===== src/cwb_pkg.sv =====
package cwb_pkg;

   // cache side
   localparam int ADDR_W     = 16;    // byte address
   localparam int DATA_W     = 32;    // cache word
   localparam int NBYTES     = 4;     // bytes per cache word
   localparam int NBYTES_W   = $clog2(NBYTES);

   // memory bus side
   localparam int BE_DATA_W  = 64;    // bus word
   localparam int BE_NBYTES  = 8;     // bytes per bus word
   localparam int BE_OFF_W   = $clog2(BE_NBYTES);  // byte offset in bus word

   // banking, bank bit sits just above the bus word offset
   localparam int N_BANKS    = 2;
   localparam int BANK_W     = 1;
   localparam int BANK_LSB   = 3;

   // write buffer
   localparam int FIFO_DEPTH = 4;
   localparam int FIFO_PTR_W = $clog2(FIFO_DEPTH);
   localparam int FIFO_CNT_W = $clog2(FIFO_DEPTH + 1);

   // statistics
   localparam int CNT_W      = 16;

   localparam logic [1:0] RESP_OKAY = 2'b00;  // axi OKAY

   // one write from the cache core
   typedef struct packed {
      logic [ADDR_W-1:0] addr;
      logic [DATA_W-1:0] data;
      logic [NBYTES-1:0] strb;
   } cwb_req_t;

   // AW phase payload
   typedef struct packed {
      logic [ADDR_W-1:0] addr;        // bus word aligned
   } cwb_aw_t;

   // W phase payload
   typedef struct packed {
      logic [BE_DATA_W-1:0] data;
      logic [BE_NBYTES-1:0] strb;
      logic                 last;     // single beat, follows wvalid
   } cwb_w_t;

   // B phase payload
   typedef struct packed {
      logic [1:0] resp;
   } cwb_b_t;

endpackage


===== src/cwb_write_buffer.sv =====
`timescale 1ns/1ps

module cwb_write_buffer (
   input  logic               clk_i,
   input  logic               reset,
   // cache core side
   input  logic               push_i,
   input  cwb_pkg::cwb_req_t  push_req_i,
   output logic               full_o,
   // dispatcher side
   input  logic               pop_i,
   output logic               head_valid_o,
   output cwb_pkg::cwb_req_t  head_o
);

   cwb_pkg::cwb_req_t                  mem [cwb_pkg::FIFO_DEPTH];  // payload only
   logic [cwb_pkg::FIFO_PTR_W-1:0]     wr_ptr;
   logic [cwb_pkg::FIFO_PTR_W-1:0]     rd_ptr;
   logic [cwb_pkg::FIFO_CNT_W-1:0]     count;

   assign full_o       = (count == cwb_pkg::FIFO_CNT_W'(cwb_pkg::FIFO_DEPTH));
   assign head_valid_o = (count != '0);
   assign head_o       = mem[rd_ptr];  // visible one cycle after push

   always_ff @(posedge clk_i) begin
      if (push_i) begin
         mem[wr_ptr] <= push_req_i;
      end
   end

   always_ff @(posedge clk_i or posedge reset) begin
      if (reset) begin
         wr_ptr <= '0;
         rd_ptr <= '0;
         count  <= '0;
      end else begin
         if (push_i) begin
            wr_ptr <= (wr_ptr == cwb_pkg::FIFO_PTR_W'(cwb_pkg::FIFO_DEPTH - 1)) ?
                      '0 : wr_ptr + 1'b1;
         end
         if (pop_i) begin
            rd_ptr <= (rd_ptr == cwb_pkg::FIFO_PTR_W'(cwb_pkg::FIFO_DEPTH - 1)) ?
                      '0 : rd_ptr + 1'b1;
         end
         case ({push_i, pop_i})
            2'b10:   count <= count + 1'b1;
            2'b01:   count <= count - 1'b1;
            default: count <= count;  // both or neither
         endcase
      end
   end

   // producer and consumer must respect full and empty
   a_no_push_full: assert property (
      @(posedge clk_i) disable iff (reset) !(push_i && full_o)
   );

   a_no_pop_empty: assert property (
      @(posedge clk_i) disable iff (reset) !(pop_i && !head_valid_o)
   );

endmodule


===== src/cwb_bank_dispatch.sv =====
`timescale 1ns/1ps

module cwb_bank_dispatch (
   // buffer head
   input  logic                        head_valid_i,
   input  cwb_pkg::cwb_req_t           head_i,
   output logic                        pop_o,
   // write channels
   output logic [cwb_pkg::N_BANKS-1:0] ch_valid_o,
   output cwb_pkg::cwb_req_t           ch_req_o,
   input  logic [cwb_pkg::N_BANKS-1:0] ch_ready_i
);

   logic [cwb_pkg::BANK_W-1:0] bank;  // target of the head request

   // bank select taken right above the bus word offset
   assign bank = head_i.addr[cwb_pkg::BANK_LSB +: cwb_pkg::BANK_W];

   // request payload is shared, only the valid is steered
   assign ch_req_o = head_i;

   always_comb begin
      for (int k = 0; k < cwb_pkg::N_BANKS; k++) begin
         ch_valid_o[k] = head_valid_i && (bank == cwb_pkg::BANK_W'(k));
      end
   end

   // head leaves the buffer only when its own channel takes it,
   // so a busy bank holds back every write queued behind it
   assign pop_o = head_valid_i && ch_ready_i[bank];

endmodule


===== src/cwb_write_channel.sv =====
`timescale 1ns/1ps

module cwb_write_channel (
   input  logic               clk_i,
   input  logic               reset,
   // from dispatcher
   input  logic               req_valid_i,
   input  cwb_pkg::cwb_req_t  req_i,
   output logic               req_ready_o,
   // AW phase
   output logic               awvalid_o,
   output cwb_pkg::cwb_aw_t   aw_o,
   input  logic               awready_i,
   // W phase
   output logic               wvalid_o,
   output cwb_pkg::cwb_w_t    w_o,
   input  logic               wready_i,
   // B phase
   input  logic               bvalid_i,
   input  cwb_pkg::cwb_b_t    b_i,
   output logic               bready_o,
   // to collector
   output logic               done_o,
   output logic               retry_o
);

   typedef enum logic [1:0] {
      IDLE    = 2'd0,
      ADDRESS = 2'd1,
      WRITE   = 2'd2,
      VERIFY  = 2'd3
   } state_t;

   state_t             state;
   cwb_pkg::cwb_req_t  req_q;    // write in flight, kept for retries
   logic               resp_ok;
   logic               resp_err;

   assign resp_ok  = (state == VERIFY) && bvalid_i && (b_i.resp == cwb_pkg::RESP_OKAY);
   assign resp_err = (state == VERIFY) && bvalid_i && (b_i.resp != cwb_pkg::RESP_OKAY);

   // free when idle, or when the current write completes
   assign req_ready_o = (state == IDLE) || resp_ok;

   assign awvalid_o = (state == ADDRESS);
   assign wvalid_o  = (state == WRITE);
   assign bready_o  = (state == VERIFY);
   assign done_o    = resp_ok;
   assign retry_o   = resp_err;

   // bus word aligned address
   assign aw_o.addr = {req_q.addr[cwb_pkg::ADDR_W-1:cwb_pkg::BE_OFF_W],
                       {cwb_pkg::BE_OFF_W{1'b0}}};

   // word replicated in every lane, strobes pick the right one
   assign w_o.data = {(cwb_pkg::BE_DATA_W / cwb_pkg::DATA_W){req_q.data}};
   assign w_o.strb = cwb_pkg::BE_NBYTES'(req_q.strb) <<
                     (cwb_pkg::NBYTES *
                      req_q.addr[cwb_pkg::NBYTES_W +: cwb_pkg::BE_OFF_W - cwb_pkg::NBYTES_W]);
   assign w_o.last = wvalid_o;  // single beat

   always_ff @(posedge clk_i) begin
      if (req_valid_i && req_ready_o) begin
         req_q <= req_i;
      end
   end

   always_ff @(posedge clk_i or posedge reset) begin
      if (reset) begin
         state <= IDLE;
      end else begin
         case (state)
            IDLE: begin
               if (req_valid_i) state <= ADDRESS;
            end
            ADDRESS: begin
               if (awready_i) state <= WRITE;
            end
            WRITE: begin
               if (wready_i) state <= VERIFY;
            end
            default: begin  // VERIFY
               if (resp_ok) begin
                  state <= req_valid_i ? ADDRESS : IDLE;  // back to back writes
               end else if (resp_err) begin
                  state <= ADDRESS;  // resend same payload
               end
            end
         endcase
      end
   end

   a_aw_w_exclusive: assert property (
      @(posedge clk_i) disable iff (reset) !(awvalid_o && wvalid_o)
   );

   // payload held while the slave stalls
   a_aw_stable: assert property (
      @(posedge clk_i) disable iff (reset) awvalid_o && !awready_i |=> $stable(aw_o)
   );

   a_w_stable: assert property (
      @(posedge clk_i) disable iff (reset) wvalid_o && !wready_i |=> $stable(w_o)
   );

endmodule


===== src/cwb_resp_collect.sv =====
`timescale 1ns/1ps

module cwb_resp_collect (
   input  logic                        clk_i,
   input  logic                        reset,
   input  logic [cwb_pkg::N_BANKS-1:0] done_i,
   input  logic [cwb_pkg::N_BANKS-1:0] retry_i,
   input  logic [cwb_pkg::N_BANKS-1:0] busy_i,       // channel not idle
   input  logic                        buf_empty_i,
   output logic [cwb_pkg::CNT_W-1:0]   done_count_o,
   output logic [cwb_pkg::CNT_W-1:0]   retry_count_o,
   output logic                        idle_o
);

   logic [cwb_pkg::CNT_W-1:0] done_inc;
   logic [cwb_pkg::CNT_W-1:0] retry_inc;

   // several banks may finish in the same cycle
   always_comb begin
      done_inc  = '0;
      retry_inc = '0;
      for (int k = 0; k < cwb_pkg::N_BANKS; k++) begin
         done_inc  = done_inc  + cwb_pkg::CNT_W'(done_i[k]);
         retry_inc = retry_inc + cwb_pkg::CNT_W'(retry_i[k]);
      end
   end

   always_ff @(posedge clk_i or posedge reset) begin
      if (reset) begin
         done_count_o  <= '0;
         retry_count_o <= '0;
         idle_o        <= 1'b1;
      end else begin
         done_count_o  <= done_count_o + done_inc;
         retry_count_o <= retry_count_o + retry_inc;
         idle_o        <= buf_empty_i && !(|busy_i);  // nothing queued or in flight
      end
   end

endmodule


===== src/cwb_top.sv =====
`timescale 1ns/1ps

module cwb_top (
   input  logic                                       clk_i,
   input  logic                                       reset,
   // cache core write port
   input  logic                                       req_valid_i,
   input  cwb_pkg::cwb_req_t                          req_i,
   output logic                                       req_ready_o,
   // per-bank memory write ports
   output logic             [cwb_pkg::N_BANKS-1:0]    m_awvalid_o,
   output cwb_pkg::cwb_aw_t [cwb_pkg::N_BANKS-1:0]    m_aw_o,
   input  logic             [cwb_pkg::N_BANKS-1:0]    m_awready_i,
   output logic             [cwb_pkg::N_BANKS-1:0]    m_wvalid_o,
   output cwb_pkg::cwb_w_t  [cwb_pkg::N_BANKS-1:0]    m_w_o,
   input  logic             [cwb_pkg::N_BANKS-1:0]    m_wready_i,
   input  logic             [cwb_pkg::N_BANKS-1:0]    m_bvalid_i,
   input  cwb_pkg::cwb_b_t  [cwb_pkg::N_BANKS-1:0]    m_b_i,
   output logic             [cwb_pkg::N_BANKS-1:0]    m_bready_o,
   // status
   output logic [cwb_pkg::CNT_W-1:0]                  done_count_o,
   output logic [cwb_pkg::CNT_W-1:0]                  retry_count_o,
   output logic                                       idle_o
);

   logic                         buf_full;
   logic                         push;
   logic                         head_valid;
   cwb_pkg::cwb_req_t            head;
   logic                         pop;
   logic [cwb_pkg::N_BANKS-1:0]  ch_valid;
   cwb_pkg::cwb_req_t            ch_req;
   logic [cwb_pkg::N_BANKS-1:0]  ch_ready;
   logic [cwb_pkg::N_BANKS-1:0]  ch_done;
   logic [cwb_pkg::N_BANKS-1:0]  ch_retry;
   logic [cwb_pkg::N_BANKS-1:0]  ch_busy;

   assign req_ready_o = !buf_full;
   assign push        = req_valid_i && !buf_full;
   assign ch_busy     = ~ch_ready;  // ready only in idle or on completion

   cwb_write_buffer u_buffer (
      .clk_i        (clk_i),
      .reset        (reset),
      .push_i       (push),
      .push_req_i   (req_i),
      .full_o       (buf_full),
      .pop_i        (pop),
      .head_valid_o (head_valid),
      .head_o       (head)
   );

   cwb_bank_dispatch u_dispatch (
      .head_valid_i (head_valid),
      .head_i       (head),
      .pop_o        (pop),
      .ch_valid_o   (ch_valid),
      .ch_req_o     (ch_req),
      .ch_ready_i   (ch_ready)
   );

   for (genvar k = 0; k < cwb_pkg::N_BANKS; k++) begin : g_chan
      cwb_write_channel u_chan (
         .clk_i       (clk_i),
         .reset       (reset),
         .req_valid_i (ch_valid[k]),
         .req_i       (ch_req),
         .req_ready_o (ch_ready[k]),
         .awvalid_o   (m_awvalid_o[k]),
         .aw_o        (m_aw_o[k]),
         .awready_i   (m_awready_i[k]),
         .wvalid_o    (m_wvalid_o[k]),
         .w_o         (m_w_o[k]),
         .wready_i    (m_wready_i[k]),
         .bvalid_i    (m_bvalid_i[k]),
         .b_i         (m_b_i[k]),
         .bready_o    (m_bready_o[k]),
         .done_o      (ch_done[k]),
         .retry_o     (ch_retry[k])
      );
   end

   cwb_resp_collect u_collect (
      .clk_i         (clk_i),
      .reset         (reset),
      .done_i        (ch_done),
      .retry_i       (ch_retry),
      .busy_i        (ch_busy),
      .buf_empty_i   (!head_valid),
      .done_count_o  (done_count_o),
      .retry_count_o (retry_count_o),
      .idle_o        (idle_o)
   );

   // dispatcher steers each head to a single bank
   a_one_bank: assert property (
      @(posedge clk_i) disable iff (reset) $onehot0(ch_valid)
   );

endmodule


===== config.mk =====
export PLATFORM = sky130hd
export DESIGN_NAME = cwb_top
export DESIGN_NICKNAME = d
export VERILOG_FILES = /design/src/cwb_pkg.sv /design/src/cwb_write_buffer.sv /design/src/cwb_bank_dispatch.sv /design/src/cwb_write_channel.sv /design/src/cwb_resp_collect.sv /design/src/cwb_top.sv
export SDC_FILE = /design/constraint.sdc
export NUM_CORES = 1
export LEC_CHECK = 0
export BUFFER_PORTS_ARGS = -buffer_cell sky130_fd_sc_hd__clkbuf_2
export CAP_MARGIN = 40
export CORE_AREA = 2 2 176 161
export CTS_BUF_LIST = sky130_fd_sc_hd__clkbuf_8
export DETAILED_ROUTE_END_ITERATION = 8
export DIE_AREA = 0 0 178 163
export PLACE_DENSITY = 0.75
export SYNTH_ARGS = -nofsm -noshare
export SYNTH_HDL_FRONTEND = slang
export SYNTH_SLANG_ARGS = --single-unit

===== constraint.sdc =====
create_clock -name clk_i -period 4.6 [get_ports clk_i]
set_input_delay 0.46 -clock clk_i [delete_from_list [all_inputs] [get_ports clk_i]]
set_output_delay 0.46 -clock clk_i [all_outputs]
set_load 0.05 [all_outputs]

# Yosys cells after proc, flatten, opt, wreduce, memory -nomap -nowiden
# Memories as Yosys holds them, arrays and structs flattened.
# Index checks and enable logic that the tools add are counted.
# W data, S select, Z words.
# classes
eq_ne,17
n_reduce_logical,31
n_addsub,8
shift,2
mux,21
order_cmp,1
bitwise,2
# ops
cell,n
$add A16 B16 Y16,2
$mux W2,12
$shl A4 B3 Y8,2
$eq A2 B2 Y1 const B,7
$logic_and A1 B1 Y1,13
$pmux W2 S3,2
$reduce_bool A5 Y1,2
$logic_not A2 Y1,4
$ne A2 B2 Y1 const B,4
$reduce_and A4 Y1,2
$eq A2 B1 Y1 const B,3
$mux W1,6
$pmux W3 S2,1
$reduce_bool A2 Y1,3
$add A1 B1 Y2,2
$add A2 B1 Y2 const B,2
$ne A2 B1 Y1 const B,2
$add A3 B1 Y3 const B,1
$eq A3 B3 Y1 const B,1
$logic_not A1 Y1,3
$reduce_bool A3 Y1,1
$sub A3 B1 Y3 const B,1
$logic_or A1 B1 Y1,2
$lt A1 B2 Y1 const B,1
other kinds (3),3
# totals
mem_count,1
ramBits,208
input_bits,65
ff_bits,148
elab_cells,97
# memory_table
name,depth,word_bits,read_ports,rd_ports_with_merged_regs,wr,line_no,rtl
u_buffer.mem,4,52,1,0,1,cwb_write_buffer.sv:16,cwb_pkg::cwb_req_t mem [cwb_pkg::FIFO_DEPTH];

# Depth between registers and ports, before layout
# logic_depth
word_depth,9
depth_mapped,10
ltp_nobuf,10

# Hierarchy
# A second synthesis with hierarchy kept.
# hier_totals
cells_unflattened,830
area_unflattened_um2,14774.2
# modules_own_cells
mod,instances,seq_area_each_um2,cells_each,area_per_inst_um2
cwb_write_buffer,1,6421.2,311,7990.2
cwb_write_channel,2,1551.5,165,2412.3
cwb_resp_collect,1,827.0,128,1515.2
cwb_bank_dispatch,1,0.0,56,422.9
cwb_top,1,0.0,5,21.3

# Least setup slack after synthesis
# Ideal clock, no wire load.
# synth_timing
path_type,register -> register
startpoint,reg g_chan[0].u_chan.state[0]
endpoint,"reg g_chan[0].u_chan.req_q (netlist bit g_chan[0].u_chan.aw_o[10]), enable pin"
path_buffers,0
required_ns,4.142
t_arrival_ns,3.382
path_slack_ns,0.760
path_stages_with_launch,5
period_less_slack_ns,3.840
cell_sequence,dfrtp_1 -> ha_1 -> nor4bb_1 -> nor2_1 -> nor2_1
# synth_via
elab_chain_cells,5
# synth_lines
element,line_no,rtl
start: declaration,cwb_write_channel.sv:34,state_t state;
start signal: assignment,cwb_write_channel.sv:84,state <= req_valid_i ? ADDRESS : IDLE;
$eq A2 B2 Y1,--,
named net g_chan[0].u_chan.bready_o,cwb_write_channel.sv:21,"output logic bready_o,"
$logic_and A1 B1 Y1 (2 in series),cwb_write_channel.sv:39,assign resp_ok = (state == VERIFY) && bvalid_i && (b_i.resp == cwb_pkg::RESP_OKAY);
$logic_or A1 B1 Y1,cwb_write_channel.sv:43,assign req_ready_o = (state == IDLE) || resp_ok;
$logic_and A1 B1 Y1,cwb_write_channel.sv:63,if (req_valid_i && req_ready_o) begin
end signal: assignment,cwb_write_channel.sv:64,req_q <= req_i;
end: declaration,cwb_write_channel.sv:35,cwb_pkg::cwb_req_t req_q;
# The timed path passes the listed nets, and every way through them passes these cells.
# A chain may end at the register's enable or synchronous reset.

==> impl_metrics.ini <==
[synth]
ys_seq_elements = 344
yosys.area.top_type_share_pct = 64.9
netlist_instances = 757
yosys_warnings = 0
synth_commonest_cells = edfxtp_1, buf_4, mux4_2
yosysMostFrequentCell = edfxtp_1
yosys.area_share.xor_xnor_pct = 2.02
netlist_area_mm2 = 0.0139
synthMuxAreaShare_pct = 8.83
seq_area_frac_synth_pct = 72.8
synth_edf_count = 300
synth_top_family_by_area = buffers and inverters
synth_area_leaders = edfxtp_1, buf_4, mux4_2, dfrtp_1, ha_1
ys_async_sr_fraction_pct = 12.8
yosys.cell_types.count = 41
yosys_most_used_dff = edfxtp_1
avgSynthCellArea_um2 = 18.3
yosysTopAreaCell = edfxtp_1
synth_compound_area_share_pct = 0.703
yosys.area_share.simple_pct = 3.13
synthAdderAreaFrac_pct = 2.32

[timing]
skew_ns = 0.0335
setup_tns_ns = 0
finalCritPeriodShare_pct = 67.9
fmax_mhz = 320
slew_headroom_pct = 45.0
finalSetupViolations = 0
maxSlewViolCount = 0
timing.hold.ws_ns = 0.0278
worst_pin_slew_ns = 0.814
period_needed_ns = 3.12
rsz0062_at_grt = false
hold_violations = 0

[floorplanning]
dieArea_mm2 = 0.0290
die_y_um = 163
die_x_um = 178
rows = 58
start_util_pct = 50.8
core_mm2 = 0.0274
num_io_pins = 283

[clocking]
htree_num_levels = 2
numClockSinks = 344
cts_tree = built
clockRootBuffer = clkbuf_8
postCtsSetupBuffers = 0
ctsResizeCount = 0
cts_max_path_buffers = 3
cts.clk_slew.worst_paths_ns = 0.07
clock_latency_ns = 0.57
hold_buffers = 0
numCtsBuffers = 53

[setup_path]
worstSetupStartpointType = flip-flop
cp_top_family = flip-flops
worst-path-max-fanout = 21
crit_type = reg2reg
cp_data_required_time_ns = 5.09
path_buf_inv = 1
path_cells = mux4_2 -> or2_4 -> o22ai_1 -> ha_1 -> inv_1 -> fa_1 -> xor2_1 -> nor2_1 -> xor2_1
arrival_ns = 3.61
slowest_delay_ns = 0.70
crit_top_cell = xor2_1
end_kind = flip-flop
critPathSlowestCell = dfrtp_4

[flow_run]
drv_cap = 0

[place]
dpl.cell_count = 1231
gp_congestion = 0.757
port_buffers = 274
dpl.hpwl_um = 16400

[drt]
drtPass1Iterations = 4
wl_per_cell_um = 18.3
dr_total_vias = 6597
routed_via_density = 4.97
drcViolationCount = 0
wl_um = 24300
drtIter0Drc = 344
ant_nets = 0

[hold_path]
hold_path_class = in2async

[finish]
diodes = 0
drive_gt1_share_pct = 43.6
fin_cells = 1327
layout.nets = 1015
syn_to_final_growth_pct = 13.1

[power]
p_per_area_mw_per_mm2 = 745
leakage_nw = 6.17
ir_worst_vdd_mv = 0.402

[grt]
grt_start_max_net_pins = 52
track_usage_pct = 16.5
grt_overflow = 0
grt_pass1_wl_um = 36300
first_global_vias = 6760
antenna_found_initial = 0

[run_status]
outcome = finished, final reports clean
power breakdown:
group	internal (W)	switching, W
sequential	0.00444	0.000342
clock	0.00137	0.00111
combinational	0.00121	0.00323
total	0.00702	0.00468
flip-flops by register name, summed over array words and instances (netlist names):
name                     cells
g_chan.u_chan.aw_o          26
u_collect.idle_o             1
u_collect.retry_count_o     16
u_buffer.wr_ptr              2
u_buffer.mem               200
u_buffer.count               3
g_chan.u_chan.state          4
u_buffer.rd_ptr              2
u_collect.done_count_o      16
g_chan.u_chan.w_o           64
g_chan.u_chan.req_q         10
worst reg2reg max path, delay by kind of cell (launching register included):
family                   cells  cell delay (ns)
AO/OA/AOI/OAI                1             0.35
multiplexers                 1             0.63
adder cells (fa/ha/maj)      2             0.63
buffers and inverters        1             0.06
flip-flops                   1             0.70
XOR/XNOR                     2             0.29
AND/OR/NAND/NOR              2             0.40
final timing paths:
path                                                             from                                     to  slack, ns  depth (start not counted)
worst min-delay path                                            reset    u_collect.done_count_o[2]$_DFF_PP0_       0.03                          3
worst max register to register         u_buffer.rd_ptr[0]$_DFFE_PP0P_          u_buffer.count[2]$_DFFE_PP0P_       1.48                          9
min in group clk_i                                          req_i[13]          u_buffer.mem[2][13]$_DFFE_PP_       0.11                          1
max in group asynchronous                                       reset         u_buffer.rd_ptr[0]$_DFFE_PP0P_       4.14                          3
worst min register to register  u_collect.retry_count_o[15]$_DFF_PP0_  u_collect.retry_count_o[15]$_DFF_PP0_       0.49                          1
worst max-delay path                   u_buffer.rd_ptr[0]$_DFFE_PP0P_          u_buffer.count[2]$_DFFE_PP0P_       1.48                          9
metrics by stage:
step,total power [W],setup WS (ns),utilization (%),instance area [um2]
floorplan,0.00875,0.760,-,13900
global placement,0.00918,1.48,53.1,14500
detailed placement,0.00936,1.47,53.5,14600
CTS,0.0119,1.44,57.4,15700
global route,0.0123,1.23,57.4,15700
finish,0.0117,1.48,57.4,15700
cell usage in the layout, fill, tap and decap left out, types with 2 or more instances in the layout:
master / instances
a2111oi_0: 2
a31oi_1: 2
and2_1: 9
and3_1: 4
and3_2: 4
buf_12: 8
buf_4: 7
bufinv_16: 4
clkbuf_2: 274
clkbuf_8: 57
clkinv_1: 7
clkinv_2: 2
clkinvlp_4: 3
conb_1: 6
dfrtp_1: 41
edfxtp_1: 300
fa_1: 3
ha_1: 21
inv_1: 46
mux2_1: 2
mux2_2: 6
mux4_2: 50
nand2_1: 13
nand2b_1: 2
nand3_1: 9
nand4_1: 3
nor2_1: 10
nor2_4: 2
nor2b_1: 8
nor3_1: 8
nor3b_1: 2
nor4bb_1: 2
o211a_1: 2
o22ai_1: 3
xnor2_1: 20
xor2_1: 12
layer usage:
metal  track usage, %  vias up  share of wire, %
met5                0        -                 0
met4             5.48        0               1.9
met3             3.55       41               5.3
met2             29.0      216                53
met1             20.3     3333                40
li1                 -     3007                 -
final cells by class:
cell class	instances	area (um2)
timing repair buffer	289	1580
inverter	24	90.1
multi-input combinational	214	2400
sequential	344	10100
clock inverter	39	278
tap	360	450
fill	2092	11700
clock buffer	57	785
cells by family (layout without fill, tap and decap cells):
family	Yosys count	after routing
buf+inv	204	409
simple gates	80	80
compound gates	13	13
xor+xnor	32	32
other cells	1	6
flops	344	344
mux	59	59
fa+ha+maj	24	24
Note: power is estimated with default switching activity, not from simulation.
